--- src/common/core_cfg_pkg.sv ---
package core_cfg_pkg;

    // Architectural register file
    localparam int ARN_BITS = 5;
    localparam int ARCH_REGS = 1 << ARN_BITS;

    // Program counter width
    localparam int PC_BITS = 64;

    // Defaults for the back end, overridden from the top level
    localparam int DEFAULT_PRN_BITS = 6;
    localparam int DEFAULT_ID_BITS = 4;
    localparam int DEFAULT_FU_COUNT = 4;

endpackage

--- src/common/rob_types_pkg.sv ---
package rob_types_pkg;

    // Widest ROB index that a flush link can carry
    localparam int LINK_BITS = 8;

    typedef enum logic [1:0] {
        ISSUED   = 2'd0,
        COMPLETE = 2'd1,
        FLUSHED  = 2'd2
    } rob_state_t;

    // Youngest entry of a flush block holds the target id of that block
    typedef struct packed {
        logic [core_cfg_pkg::PC_BITS-LINK_BITS-1:0] zero;
        logic [LINK_BITS-1:0]                       target_id;
    } flush_link_t;

    // Same payload word, read as a PC while live and as a link once flushed
    typedef union packed {
        logic [core_cfg_pkg::PC_BITS-1:0] pc;
        flush_link_t                      link;
    } rob_payload_u;

endpackage

--- src/rename/rename_map.sv ---
module rename_map #(
    parameter int PRN_BITS = 6
) (
    input  logic                             clk,
    input  logic                             rst,

    // Lookup for the instruction being dispatched
    input  logic [core_cfg_pkg::ARN_BITS-1:0] read_arn,
    output logic [PRN_BITS-1:0]               read_prn,

    // New mapping from dispatch
    input  logic                             write_en,
    input  logic [core_cfg_pkg::ARN_BITS-1:0] write_arn,
    input  logic [PRN_BITS-1:0]               write_prn,

    // Undo of a mapping during a flush walk
    input  logic                             restore_en,
    input  logic [core_cfg_pkg::ARN_BITS-1:0] restore_arn,
    input  logic [PRN_BITS-1:0]               restore_prn
);

    localparam int MAP_SIZE = 1 << core_cfg_pkg::ARN_BITS;

    logic [PRN_BITS-1:0] map [MAP_SIZE];

    assign read_prn = map[read_arn];

    always_ff @(posedge clk) begin
        if (rst) begin
            // Identity mapping, arn i lives in prn i
            for (int i = 0; i < MAP_SIZE; i++) begin
                map[i] <= PRN_BITS'(i);
            end
        end else begin
            // r0 keeps its mapping forever
            if (write_en && write_arn != '0) begin
                map[write_arn] <= write_prn;
            end
            if (restore_en && restore_arn != '0) begin
                map[restore_arn] <= restore_prn;
            end
        end
    end

endmodule

--- src/rename/free_list.sv ---
module free_list #(
    parameter int PRN_BITS  = 6,
    parameter int ARCH_REGS = 32
) (
    input  logic                clk,
    input  logic                rst,

    // Pop side, the head prn is visible before the pop
    input  logic                alloc_req,
    output logic [PRN_BITS-1:0] alloc_prn,
    output logic                empty,

    // Push side for retired or flushed prns
    input  logic                free_push,
    input  logic [PRN_BITS-1:0] free_prn
);

    localparam int DEPTH    = (1 << PRN_BITS) - ARCH_REGS;
    localparam int PTR_BITS = $clog2(DEPTH);

    logic [PRN_BITS-1:0] slots [DEPTH];

    logic [PTR_BITS-1:0] rd_idx;
    logic [PTR_BITS-1:0] wr_idx;
    logic                rd_wrap;
    logic                wr_wrap;

    // Same index with equal wrap bits means nothing is stored
    assign empty     = (rd_idx == wr_idx) && (rd_wrap == wr_wrap);
    assign alloc_prn = slots[rd_idx];

    always_ff @(posedge clk) begin
        if (rst) begin
            // Start full with every prn above the architectural ones
            for (int i = 0; i < DEPTH; i++) begin
                slots[i] <= PRN_BITS'(ARCH_REGS + i);
            end
            rd_idx  <= '0;
            wr_idx  <= '0;
            rd_wrap <= 1'b0;
            wr_wrap <= 1'b1;
        end else begin
            if (alloc_req) begin
                if (rd_idx == PTR_BITS'(DEPTH - 1)) begin
                    rd_idx  <= '0;
                    rd_wrap <= ~rd_wrap;
                end else begin
                    rd_idx <= rd_idx + 1'b1;
                end
            end
            if (free_push) begin
                slots[wr_idx] <= free_prn;
                if (wr_idx == PTR_BITS'(DEPTH - 1)) begin
                    wr_idx  <= '0;
                    wr_wrap <= ~wr_wrap;
                end else begin
                    wr_idx <= wr_idx + 1'b1;
                end
            end
        end
    end

endmodule

--- src/rob/rob.sv ---
module rob #(
    parameter int ID_BITS  = 4,
    parameter int PRN_BITS = 6,
    parameter int FU_COUNT = 4
) (
    input  logic                              clk,
    input  logic                              rst,

    // Dispatch handshake and result
    input  logic                              dispatch_valid,
    output logic                              dispatch_ready,
    input  logic [core_cfg_pkg::PC_BITS-1:0]  dispatch_pc,
    input  logic                              dispatch_dest_valid,
    input  logic [core_cfg_pkg::ARN_BITS-1:0] dispatch_dest_arn,
    output logic                              dispatch_done,
    output logic [ID_BITS-1:0]                dispatch_inst_id,
    output logic [PRN_BITS-1:0]               dispatch_new_prn,
    output logic [PRN_BITS-1:0]               dispatch_old_prn,

    // Free list pop side
    output logic                              alloc_req,
    input  logic [PRN_BITS-1:0]               alloc_prn,
    input  logic                              free_empty,

    // Rename map lookup and update
    input  logic [PRN_BITS-1:0]               map_read_prn,
    output logic                              map_write_en,
    output logic [core_cfg_pkg::ARN_BITS-1:0] map_write_arn,
    output logic [PRN_BITS-1:0]               map_write_prn,

    // Completion from the functional units
    input  logic                              complete_valid [FU_COUNT],
    input  logic [ID_BITS-1:0]                complete_inst_id [FU_COUNT],

    // Flush request, target included
    input  logic                              flush_req,
    input  logic [ID_BITS-1:0]                flush_to_id,

    output logic                              restore_en,
    output logic [core_cfg_pkg::ARN_BITS-1:0] restore_arn,
    output logic [PRN_BITS-1:0]               restore_prn,
    output logic                              free_push,
    output logic [PRN_BITS-1:0]               free_prn,

    // One pulse per retired or flushed entry
    output logic                              retire_valid,
    output logic [ID_BITS-1:0]                retire_inst_id,
    output logic                              retire_flush,
    output logic [core_cfg_pkg::PC_BITS-1:0]  retire_pc,
    output logic                              stall_rename
);

    localparam int DEPTH = 1 << ID_BITS;

    rob_types_pkg::rob_state_t   state [DEPTH];
    rob_types_pkg::rob_payload_u payload [DEPTH];
    logic                              ent_dest_valid [DEPTH];
    logic [core_cfg_pkg::ARN_BITS-1:0] ent_dest_arn [DEPTH];
    logic [PRN_BITS-1:0]               ent_new_prn [DEPTH];
    logic [PRN_BITS-1:0]               ent_old_prn [DEPTH];

    // head is the next free slot, tail the oldest live entry
    logic [ID_BITS-1:0] head;
    logic [ID_BITS-1:0] tail;
    logic               full;

    logic               flushing;
    logic [ID_BITS-1:0] walk_ptr;
    logic [ID_BITS-1:0] walk_start;
    logic [ID_BITS-1:0] walk_target;

    logic               need_prn;
    logic               fire;
    logic               retire_fire;
    logic               walk_skip;
    logic               walk_step;
    logic               walk_at_target;
    logic               extend;
    logic [ID_BITS-1:0] skip_to;

    // Age order is measured from the tail, so wrap does not matter
    function automatic logic is_older(input logic [ID_BITS-1:0] a, input logic [ID_BITS-1:0] b,
                                      input logic [ID_BITS-1:0] base);
        logic [ID_BITS-1:0] age_a;
        logic [ID_BITS-1:0] age_b;
        age_a = a - base;
        age_b = b - base;
        return age_a < age_b;
    endfunction

    function automatic rob_types_pkg::rob_payload_u make_link(input logic [ID_BITS-1:0] id);
        rob_types_pkg::rob_payload_u p;
        p.link.zero      = '0;
        p.link.target_id = rob_types_pkg::LINK_BITS'(id);
        return p;
    endfunction

    // Writes to arn 0 are treated as having no destination
    assign need_prn       = dispatch_dest_valid && dispatch_dest_arn != '0;
    assign dispatch_ready = !flush_req && !flushing && !full && (!need_prn || !free_empty);
    assign fire           = dispatch_valid && dispatch_ready;

    assign alloc_req     = fire && need_prn;
    assign map_write_en  = fire && need_prn;
    assign map_write_arn = dispatch_dest_arn;
    assign map_write_prn = alloc_prn;

    assign retire_fire = !flush_req && !flushing && (head != tail || full)
                         && state[tail] == rob_types_pkg::COMPLETE;

    // An already flushed block is jumped over using its link
    assign skip_to        = payload[walk_ptr].link.target_id[ID_BITS-1:0];
    assign walk_skip      = flushing && state[walk_ptr] == rob_types_pkg::FLUSHED;
    assign walk_step      = flushing && !walk_skip;
    assign walk_at_target = walk_skip ? !is_older(walk_target, skip_to, tail)
                                      : walk_ptr == walk_target;
    assign extend         = flush_req && flushing && is_older(flush_to_id, walk_target, tail);

    assign restore_en  = walk_step && ent_dest_valid[walk_ptr];
    assign restore_arn = ent_dest_arn[walk_ptr];
    assign restore_prn = ent_old_prn[walk_ptr];

    // Retire frees the overwritten prn, a flush step frees the new one
    assign free_push = retire_fire ? ent_dest_valid[tail] : restore_en;
    assign free_prn  = retire_fire ? ent_old_prn[tail] : ent_new_prn[walk_ptr];

    assign stall_rename = flush_req || flushing || (retire_valid && retire_flush);

    always_ff @(posedge clk) begin
        if (rst) begin
            head          <= '0;
            tail          <= '0;
            full          <= 1'b0;
            flushing      <= 1'b0;
            walk_ptr      <= '0;
            walk_start    <= '0;
            walk_target   <= '0;
            dispatch_done <= 1'b0;
            retire_valid  <= 1'b0;
            for (int i = 0; i < DEPTH; i++) begin
                state[i] <= rob_types_pkg::ISSUED;
            end
        end else begin
            dispatch_done <= fire;
            retire_valid  <= 1'b0;

            for (int i = 0; i < FU_COUNT; i++) begin
                if (complete_valid[i] && state[complete_inst_id[i]] == rob_types_pkg::ISSUED) begin
                    state[complete_inst_id[i]] <= rob_types_pkg::COMPLETE;
                end
            end

            if (fire) begin
                state[head]          <= rob_types_pkg::ISSUED;
                payload[head].pc     <= dispatch_pc;
                ent_dest_valid[head] <= need_prn;
                ent_dest_arn[head]   <= dispatch_dest_arn;
                ent_new_prn[head]    <= need_prn ? alloc_prn : '0;
                ent_old_prn[head]    <= need_prn ? map_read_prn : '0;
                dispatch_inst_id     <= head;
                dispatch_new_prn     <= need_prn ? alloc_prn : '0;
                dispatch_old_prn     <= need_prn ? map_read_prn : '0;
                head                 <= head + 1'b1;
            end

            if (fire && !retire_fire) begin
                full <= ID_BITS'(head + 1'b1) == tail;
            end else if (retire_fire && !fire) begin
                full <= 1'b0;
            end

            if (retire_fire) begin
                retire_valid   <= 1'b1;
                retire_flush   <= 1'b0;
                retire_inst_id <= tail;
                retire_pc      <= payload[tail].pc;
                tail           <= tail + 1'b1;
            end

            if (flush_req && !flushing) begin
                flushing    <= 1'b1;
                walk_ptr    <= head - 1'b1;
                walk_start  <= head - 1'b1;
                walk_target <= flush_to_id;
            end else if (extend) begin
                // Older request, same walk goes further down
                walk_target         <= flush_to_id;
                payload[walk_start] <= make_link(flush_to_id);
            end

            if (walk_step) begin
                state[walk_ptr] <= rob_types_pkg::FLUSHED;
                retire_valid    <= 1'b1;
                retire_flush    <= 1'b1;
                retire_inst_id  <= walk_ptr;
                retire_pc       <= payload[walk_ptr].pc;
                if (walk_ptr == walk_start) begin
                    // PC goes out with this pulse, the word then holds the link
                    payload[walk_ptr] <= make_link(extend ? flush_to_id : walk_target);
                end
            end

            if (flushing) begin
                if (walk_at_target && !extend) begin
                    flushing <= 1'b0;
                    head     <= walk_target;
                    full     <= 1'b0;
                end else begin
                    walk_ptr <= walk_skip ? skip_to - 1'b1 : walk_ptr - 1'b1;
                end
            end
        end
    end

endmodule

--- src/design/ooo_backend_top.sv ---
module ooo_backend_top #(
    parameter int ID_BITS  = core_cfg_pkg::DEFAULT_ID_BITS,
    parameter int PRN_BITS = core_cfg_pkg::DEFAULT_PRN_BITS,
    parameter int FU_COUNT = core_cfg_pkg::DEFAULT_FU_COUNT
) (
    input  logic                              clk,
    input  logic                              rst,

    input  logic                              dispatch_valid,
    output logic                              dispatch_ready,
    input  logic [core_cfg_pkg::PC_BITS-1:0]  dispatch_pc,
    input  logic                              dispatch_dest_valid,
    input  logic [core_cfg_pkg::ARN_BITS-1:0] dispatch_dest_arn,
    output logic                              dispatch_done,
    output logic [ID_BITS-1:0]                dispatch_inst_id,
    output logic [PRN_BITS-1:0]               dispatch_new_prn,
    output logic [PRN_BITS-1:0]               dispatch_old_prn,

    input  logic                              complete_valid [FU_COUNT],
    input  logic [ID_BITS-1:0]                complete_inst_id [FU_COUNT],

    input  logic                              flush_req,
    input  logic [ID_BITS-1:0]                flush_to_id,

    output logic                              retire_valid,
    output logic [ID_BITS-1:0]                retire_inst_id,
    output logic                              retire_flush,
    output logic [core_cfg_pkg::PC_BITS-1:0]  retire_pc,
    output logic                              stall_rename
);

    logic                              alloc_req;
    logic [PRN_BITS-1:0]               alloc_prn;
    logic                              free_empty;
    logic                              free_push;
    logic [PRN_BITS-1:0]               free_prn;
    logic [PRN_BITS-1:0]               map_read_prn;
    logic                              map_write_en;
    logic [core_cfg_pkg::ARN_BITS-1:0] map_write_arn;
    logic [PRN_BITS-1:0]               map_write_prn;
    logic                              restore_en;
    logic [core_cfg_pkg::ARN_BITS-1:0] restore_arn;
    logic [PRN_BITS-1:0]               restore_prn;

    rename_map #(
        .PRN_BITS(PRN_BITS)
    ) u_rename_map (
        .clk        (clk),
        .rst        (rst),
        .read_arn   (dispatch_dest_arn),
        .read_prn   (map_read_prn),
        .write_en   (map_write_en),
        .write_arn  (map_write_arn),
        .write_prn  (map_write_prn),
        .restore_en (restore_en),
        .restore_arn(restore_arn),
        .restore_prn(restore_prn)
    );

    free_list #(
        .PRN_BITS (PRN_BITS),
        .ARCH_REGS(core_cfg_pkg::ARCH_REGS)
    ) u_free_list (
        .clk      (clk),
        .rst      (rst),
        .alloc_req(alloc_req),
        .alloc_prn(alloc_prn),
        .empty    (free_empty),
        .free_push(free_push),
        .free_prn (free_prn)
    );

    rob #(
        .ID_BITS (ID_BITS),
        .PRN_BITS(PRN_BITS),
        .FU_COUNT(FU_COUNT)
    ) u_rob (
        .clk                (clk),
        .rst                (rst),
        .dispatch_valid     (dispatch_valid),
        .dispatch_ready     (dispatch_ready),
        .dispatch_pc        (dispatch_pc),
        .dispatch_dest_valid(dispatch_dest_valid),
        .dispatch_dest_arn  (dispatch_dest_arn),
        .dispatch_done      (dispatch_done),
        .dispatch_inst_id   (dispatch_inst_id),
        .dispatch_new_prn   (dispatch_new_prn),
        .dispatch_old_prn   (dispatch_old_prn),
        .alloc_req          (alloc_req),
        .alloc_prn          (alloc_prn),
        .free_empty         (free_empty),
        .map_read_prn       (map_read_prn),
        .map_write_en       (map_write_en),
        .map_write_arn      (map_write_arn),
        .map_write_prn      (map_write_prn),
        .complete_valid     (complete_valid),
        .complete_inst_id   (complete_inst_id),
        .flush_req          (flush_req),
        .flush_to_id        (flush_to_id),
        .restore_en         (restore_en),
        .restore_arn        (restore_arn),
        .restore_prn        (restore_prn),
        .free_push          (free_push),
        .free_prn           (free_prn),
        .retire_valid       (retire_valid),
        .retire_inst_id     (retire_inst_id),
        .retire_flush       (retire_flush),
        .retire_pc          (retire_pc),
        .stall_rename       (stall_rename)
    );

endmodule

--- config.mk ---
export PLATFORM = sky130hd
export DESIGN_NAME = ooo_backend_top
export DESIGN_NICKNAME = d
export VERILOG_FILES = /design/src/common/core_cfg_pkg.sv /design/src/common/rob_types_pkg.sv /design/src/rename/rename_map.sv /design/src/rename/free_list.sv /design/src/rob/rob.sv /design/src/design/ooo_backend_top.sv
export SDC_FILE = /design/constraint.sdc
export NUM_CORES = 2
export LEC_CHECK = 0
export BUFFER_PORTS_ARGS = -buffer_cell sky130_fd_sc_hd__buf_2
export CAP_MARGIN = 25
export CELL_PAD_IN_SITES_DETAIL_PLACEMENT = 1
export CELL_PAD_IN_SITES_GLOBAL_PLACEMENT = 1
export CORE_UTILIZATION = 55
export CTS_CLUSTER_SIZE = 30
export DETAILED_ROUTE_END_ITERATION = 7
export MAX_ROUTING_LAYER = met4
export PLACE_DENSITY_LB_ADDON = 0.1
export SETUP_SLACK_MARGIN = 0.2
export SKIP_LAST_GASP = 1
export SYNTH_ARGS = -nofsm -noshare
export SYNTH_HDL_FRONTEND = slang
export SYNTH_HIERARCHICAL = 1
export SYNTH_SLANG_ARGS = --single-unit
--- constraint.sdc ---
create_clock -name clk -period 7.6 [get_ports clk]
set_clock_uncertainty 0.2 [all_clocks]
set_input_delay 0 -clock clk [delete_from_list [all_inputs] [get_ports clk]]
set_output_delay 0 -clock clk [all_outputs]
set_load 0.01 [all_outputs]
Word-level counts from Yosys, hierarchy flattened

Memory sizes are Yosys's and may differ from the RTL's. A register that Yosys moved wholly into a read port is not among the register bits.
Index checks and enable logic that the tools add are counted.

Add/subtract/negate cells: 10
Magnitude comparators: 2
Eq/ne operators: 10
Multiplexer cells: 113
Bitwise gates (word level): 3
Reductions and logical operators: 60

Operators with widths:

| kind                  | number |
|---|---|
| $mux W64              | 3 |
| $mux W4               | 32 |
| $reduce_or A64 Y1     | 1 |
| $mux W1               | 59 |
| $mux W6               | 6 |
| $mux W5               | 7 |
| $logic_and A1 B1 Y1   | 25 |
| $reduce_or A6 Y1      | 3 |
| $eq A4 B4 Y1          | 3 |
| $mux W2               | 6 |
| $reduce_or A2 Y1      | 6 |
| $sub A4 B1 Y4 const B | 3 |
| $sub A4 B4 Y4         | 3 |
| $add A5 B1 Y5 const B | 2 |
| $eq A5 B5 Y1 const B  | 2 |
| $logic_not A1 Y1      | 10 |
| $reduce_bool A5 Y1    | 2 |
| $add A4 B1 Y4 const B | 2 |
| $logic_not A2 Y1      | 4 |
| $lt A4 B4 Y1          | 2 |
| $reduce_and A2 Y1     | 4 |
| $eq A5 B5 Y1          | 1 |
| $logic_or A1 B1 Y1    | 4 |
| $ne A4 B4 Y1          | 1 |
| 5 further kinds       | 7 |

Register bits: 121
Bits in writable memories: 1,728
Input bits: 98
Output and inout port bits: 89
Word-level logic and storage cells: 225
Memories kept: 8

Memory list:

| name               | words | bits a word | read ports | clocked after memory_dff | wr ports | line             | RTL |
|---|---|---|---|---|---|---|---|
| u_rob.payload      | 16    | 64          | 2          | 2                        | 2        | rob.sv:56        | `rob_types_pkg::rob_payload_u payload [DEPTH];` |
| u_free_list.slots  | 32    | 6           | 1          | 1                        | 32       | free_list.sv:21  | `logic [PRN_BITS-1:0] slots [DEPTH];` |
| u_rename_map.map   | 32    | 6           | 1          | 0                        | 32       | rename_map.sv:24 | `logic [PRN_BITS-1:0] map [MAP_SIZE];` |
| u_rob.ent_new_prn  | 16    | 6           | 1          | 1                        | 1        | rob.sv:59        | `logic [PRN_BITS-1:0] ent_new_prn [DEPTH];` |
| u_rob.ent_old_prn  | 16    | 6           | 2          | 2                        | 1        | rob.sv:60        | `logic [PRN_BITS-1:0] ent_old_prn [DEPTH];` |
| u_rob.ent_dest_arn | 16    | 5           | 1          | 1                        | 1        | rob.sv:58        | `logic [core_cfg_pkg::ARN_BITS-1:0] ent_dest_arn [DEPTH];` |
| +2 memories        | -     | -           | -          | -                        | -        | -                |  |

Longest topological paths before layout

Depth in word-level cells: 14
Mapped depth: 20
Gate-level depth less buffers: 17

Hierarchy

Netlist, hierarchy kept.

Modules (own cells, without submodules):

| module     | times used | cells an instance | area an instance (um^2) | seq. area each (um^2) |
|---|---|---|---|---|
| rob        | 1          | 6,017             | 72,653.4                | 33,702.3 |
| rename_map | 1          | 733               | 10,288.6                | 5,765.5 |
| free_list  | 1          | 672               | 9,666.8                 | 6,105.9 |

Least setup slack after synthesis

OpenSTA, ideal clock, no wires.

Path type: register to register
Start: register, netlist name u_rob/walk_ptr[1]
End: memory u_rename_map.map[16][0] (enable)
Data arrival time: 4.037 ns
Data required time: 7.084 ns
Path slack: 3.046 ns
Stages on the path, launching flop included: 14
Buffers on the path: 8
Path through: dfxtp_1 -> buf_6 -> clkbuf_1 -> buf_2 -> buf_2 -> buf_1 -> clkbuf_1 -> mux4_2 -> mux4_2 -> clkbuf_1 -> or4b_1 -> clkbuf_1 -> nor2_1 -> a211o_1

RTL lines:

| what             | line |
|---|---|
| end: declaration | rename_map.sv:24 |

==> metrics.cfg <==
[status]
status=completed

[setup_path]
cpLargestDelayFamily=compound AO/OA/AOI/OAI gates
path_cells=inv_1 -> ha_1 -> a21o_1 -> a21o_1 -> xor2_1 -> ha_1 -> nand2b_1 -> a2111oi_2 -> o21a_1 -> mux2i_1 -> nand2_4 -> buf_4 -> o31ai_1
crit_type=reg -> reg
cp.arrival_ns=6.73
startpoint=u_rob/tail[1]
timing.rr.start=u_rob/tail[1]
crit_path_start_kind=flip-flop
cp_max_fo=36
r2r_cells=13
critPathRequiredTime_ns=8.05
slowest_delay_ns=0.97
critPathSlowestCell=mux2i_1
critPathCaptureType=flip-flop
r2r_slack_ns=1.32
rr_endpoint=u_rob/payload[11][3]
cp_num_buf_inv=2

[global_routing]
grt_use_total_pct=38.7
grt_pass1_wl_mm=472
antenna_found_initial=8
gr-total-overflow=0
grt_pass1_vias=70700
grt_max_degree=108

[sta]
drv_slew=0
finalCritPeriodShare_pct=82.6
max-slew-margin-rel_pct=18.5
rsz0062_at_grt=no
final-setup-viol-count=0
finalHoldViolCount=0
min_period_ns=6.28
post-route-worst-setup-slack_ns=1.32
fmax_mhz=159
tns_ns=0
worstMarginPinSlew_ns=1.22

[worst_hold_path]
hold_class=in -> reg
min_from=complete_inst_id[7]
hold_path_end=u_rob/state[3][0]
whs_path_depth=6

[detailed_routing]
via_count=67600
postRouteAntennaNets=0
wl_per_cell_um=32.8
wirelength_mm=319
viasPerCell=6.96
firstDrtPassIters=5
drtIter0Drc=7715
post-route-drc-count=0

[floorplanning]
start_util_pct=55.4
die-width_um=412
fp.dieH_um=412
row_count=150
top_level_ports=187
die_area_sq_um=170000
coreArea_sq_um=167000

[yosys]
synth_fa_ha_area_share_pct=0.457
synthSimpleGateAreaFrac_pct=10.4
syn_avg_cell_area_sq_um=12.5
synth_ff_type=dfxtp_1
yosys_warnings=6
ys_async_sr_fraction_pct=0
yosys_register_bits=1858
synth_cell_type_count=86
synth_top_family_by_area=multiplexers
synth_edf_count=837
synth.mux.area_fraction_pct=29.8
synth_xor_area_share_pct=0.359
synth-seq-area-share_pct=49.2
synth_compound_area_share_pct=5.88
synth_area_sq_um=92600
syn_inst=7422

[final_layout]
areaGrowthSynthToFinish_pct=10.9
drive_above_1_share_pct=23.0
nets=7458

[clocking]
cts_root_buf=clkbuf_16
cts_tree=built
clk_latency_ns=0.87
clk_pin_slew_ns=0.06
numClockSinks=1858
cts_setup_buffers=0
htree_levels=4
cts_resized=0
ctsHoldBuffers=139
cts_buffers=198
clockBufferDepth=3

[placed_design]
io_buffers=186
gp_congestion=0.902
place_ws_ns=1.68
hpwl_mm=187

[pwr]
cellPowerDensity_nw_per_um2=311
p_leak_nw=39.3
vdd_drop_max_mv=0.272

[flow_run]
max_cap_violations=0

## cell type report
type,count,area (sq um)
Antenna cell,6,15.0
Sequential cell,1858,45600
Tap cell,2204,2760
Fill cell,16200,64500
Inverter,56,210
Timing Repair Buffer,472,3720
Clock inverter,83,893
Multi-Input combinational cell,4742,43800
Clock buffer,289,5740
## worst reg2reg max path: cells and delay by family, from the launching register on
kind	cells	cell delay [ns]
AO/OA/AOI/OAI	5	1.84
multiplexers	1	0.98
buffers and inverters	2	0.92
AND/OR/NAND/NOR	2	0.90
adder cells (fa/ha/maj)	2	0.54
flip-flops	1	0.52
XOR/XNOR	1	0.17
## cell usage in the layout, fill, tap and decap left out, types with 17 or more instances in the layout
cell / instances
mux4_2: 899
and2_1: 101
mux2_2: 55
nand2_1: 910
o21ai_1: 20
a211oi_1: 32
nand2b_1: 39
clkbuf_1: 53
o31ai_1: 33
nor2_2: 17
edfxtp_1: 837
nand3_1: 30
mux2i_1: 625
dlygate4sd3_1: 139
xor2_1: 17
a21oi_1: 416
dfxtp_1: 1011
a22oi_1: 50
buf_2: 185
a22o_1: 98
nor3_1: 63
xnor2_1: 21
nand3b_1: 21
inv_1: 53
clkbuf_8: 32
nor2_1: 750
clkinv_2: 42
or2_2: 28
clkbuf_16: 204
nor3b_1: 18
o21ai_0: 38
buf_4: 126
mux2_1: 39
or3_1: 103
ha_1: 29
a2bb2oi_1: 38
and3_1: 20
o22ai_1: 18
## metrics by stage
step	util [%]	total power (W)	area [sq um]	instances	hold WS, ns
final	61.4	0.0319	103000	9710	0.0809
after detailed placement	56.5	0.0229	94500	9184	0.199
after CTS	61.3	0.0329	103000	9695	0.0565
after floorplan	-	0.0190	92600	7427	-0.101
after global routing	61.4	0.0330	103000	9708	0.149
after global placement	56.5	0.0225	94400	9179	0.188
## synthesized netlist by cell type, types with 24 or more instances
cell type	n	area [sq um]
buf_4	48	360
edfxtp_1	837	25100
nor2_1	766	2880
buf_1	75	282
or2_2	28	175
a21oi_1	416	2080
inv_1	53	199
or3_1	103	644
mux4_2	899	20200
a22o_1	98	858
nor3_1	75	375
mux2_2	55	619
buf_2	107	536
a22oi_1	50	375
o21ai_0	38	190
dfxtp_1	1021	20400
nand2b_1	39	244
ha_1	29	363
and2_1	108	676
nand3_1	30	150
a211oi_1	33	248
a2bb2oi_1	38	333
o31ai_1	33	248
nand2_1	926	3480
mux2i_1	627	6280
clkbuf_1	517	1940
buf_6	24	270
mux2_1	39	439
## worst max path at each step
stage                              endpoint  cells past startpoint
floorplan           u_rename_map/map[16][0]                     13
global placement       u_rob/payload[11][3]                     13
detailed placement     u_rob/payload[11][3]                     13
CTS                    u_rob/payload[11][3]                     13
global route           u_rob/payload[11][3]                     13
finish                 u_rob/payload[11][3]                     13
## power by group
part | total (W) | internal, W | switching [W]
clock | 0.00995 | 0.00570 | 0.00424
combinational | 0.00897 | 0.00398 | 0.00499
sequential | 0.0130 | 0.0119 | 0.00113
total | 0.0319 | 0.0216 | 0.0104
## cells by family (layout without fill, tap and decap cells)
group | Yosys count | in the layout
flops | 1858 | 1858
fa+ha+maj | 32 | 32
compound gates | 840 | 840
xor+xnor | 38 | 38
buf+inv | 827 | 900
simple gates | 2206 | 2206
mux | 1620 | 1620
other cells | 1 | 12
## registers in the layout (all words and copies together), names as in the netlist, 4 cells and up, named ones only
name,flops
u_rob/payload,1024
u_free_list/slots,192
u_rename_map/map,192
u_rob/ent_new_prn,96
u_rob/ent_old_prn,96
u_rob/ent_dest_arn,80
u_rob/retire_pc,64
u_rob/state,32
u_rob/ent_dest_valid,16
u_rob/dispatch_new_prn,6
u_rob/dispatch_old_prn,6
u_free_list/rd_idx,5
u_free_list/wr_idx,5
u_rob/dispatch_inst_id,4
u_rob/head,4
u_rob/retire_inst_id,4
u_rob/tail,4
u_rob/walk_ptr,4
u_rob/walk_start,4
u_rob/walk_target,4
## layer usage
layer	vias up	global-route usage, %	part of all wire [%]	routed length (um)
met4	0	15.6	4.5	14300
met5	-	-	0	0
met2	3942	60.6	48	153000
li1	27500	-	-	-
met3	885	6.61	9.1	29100
met1	35300	50.3	39	123000
Note: power is estimated with default switching activity, not from simulation.
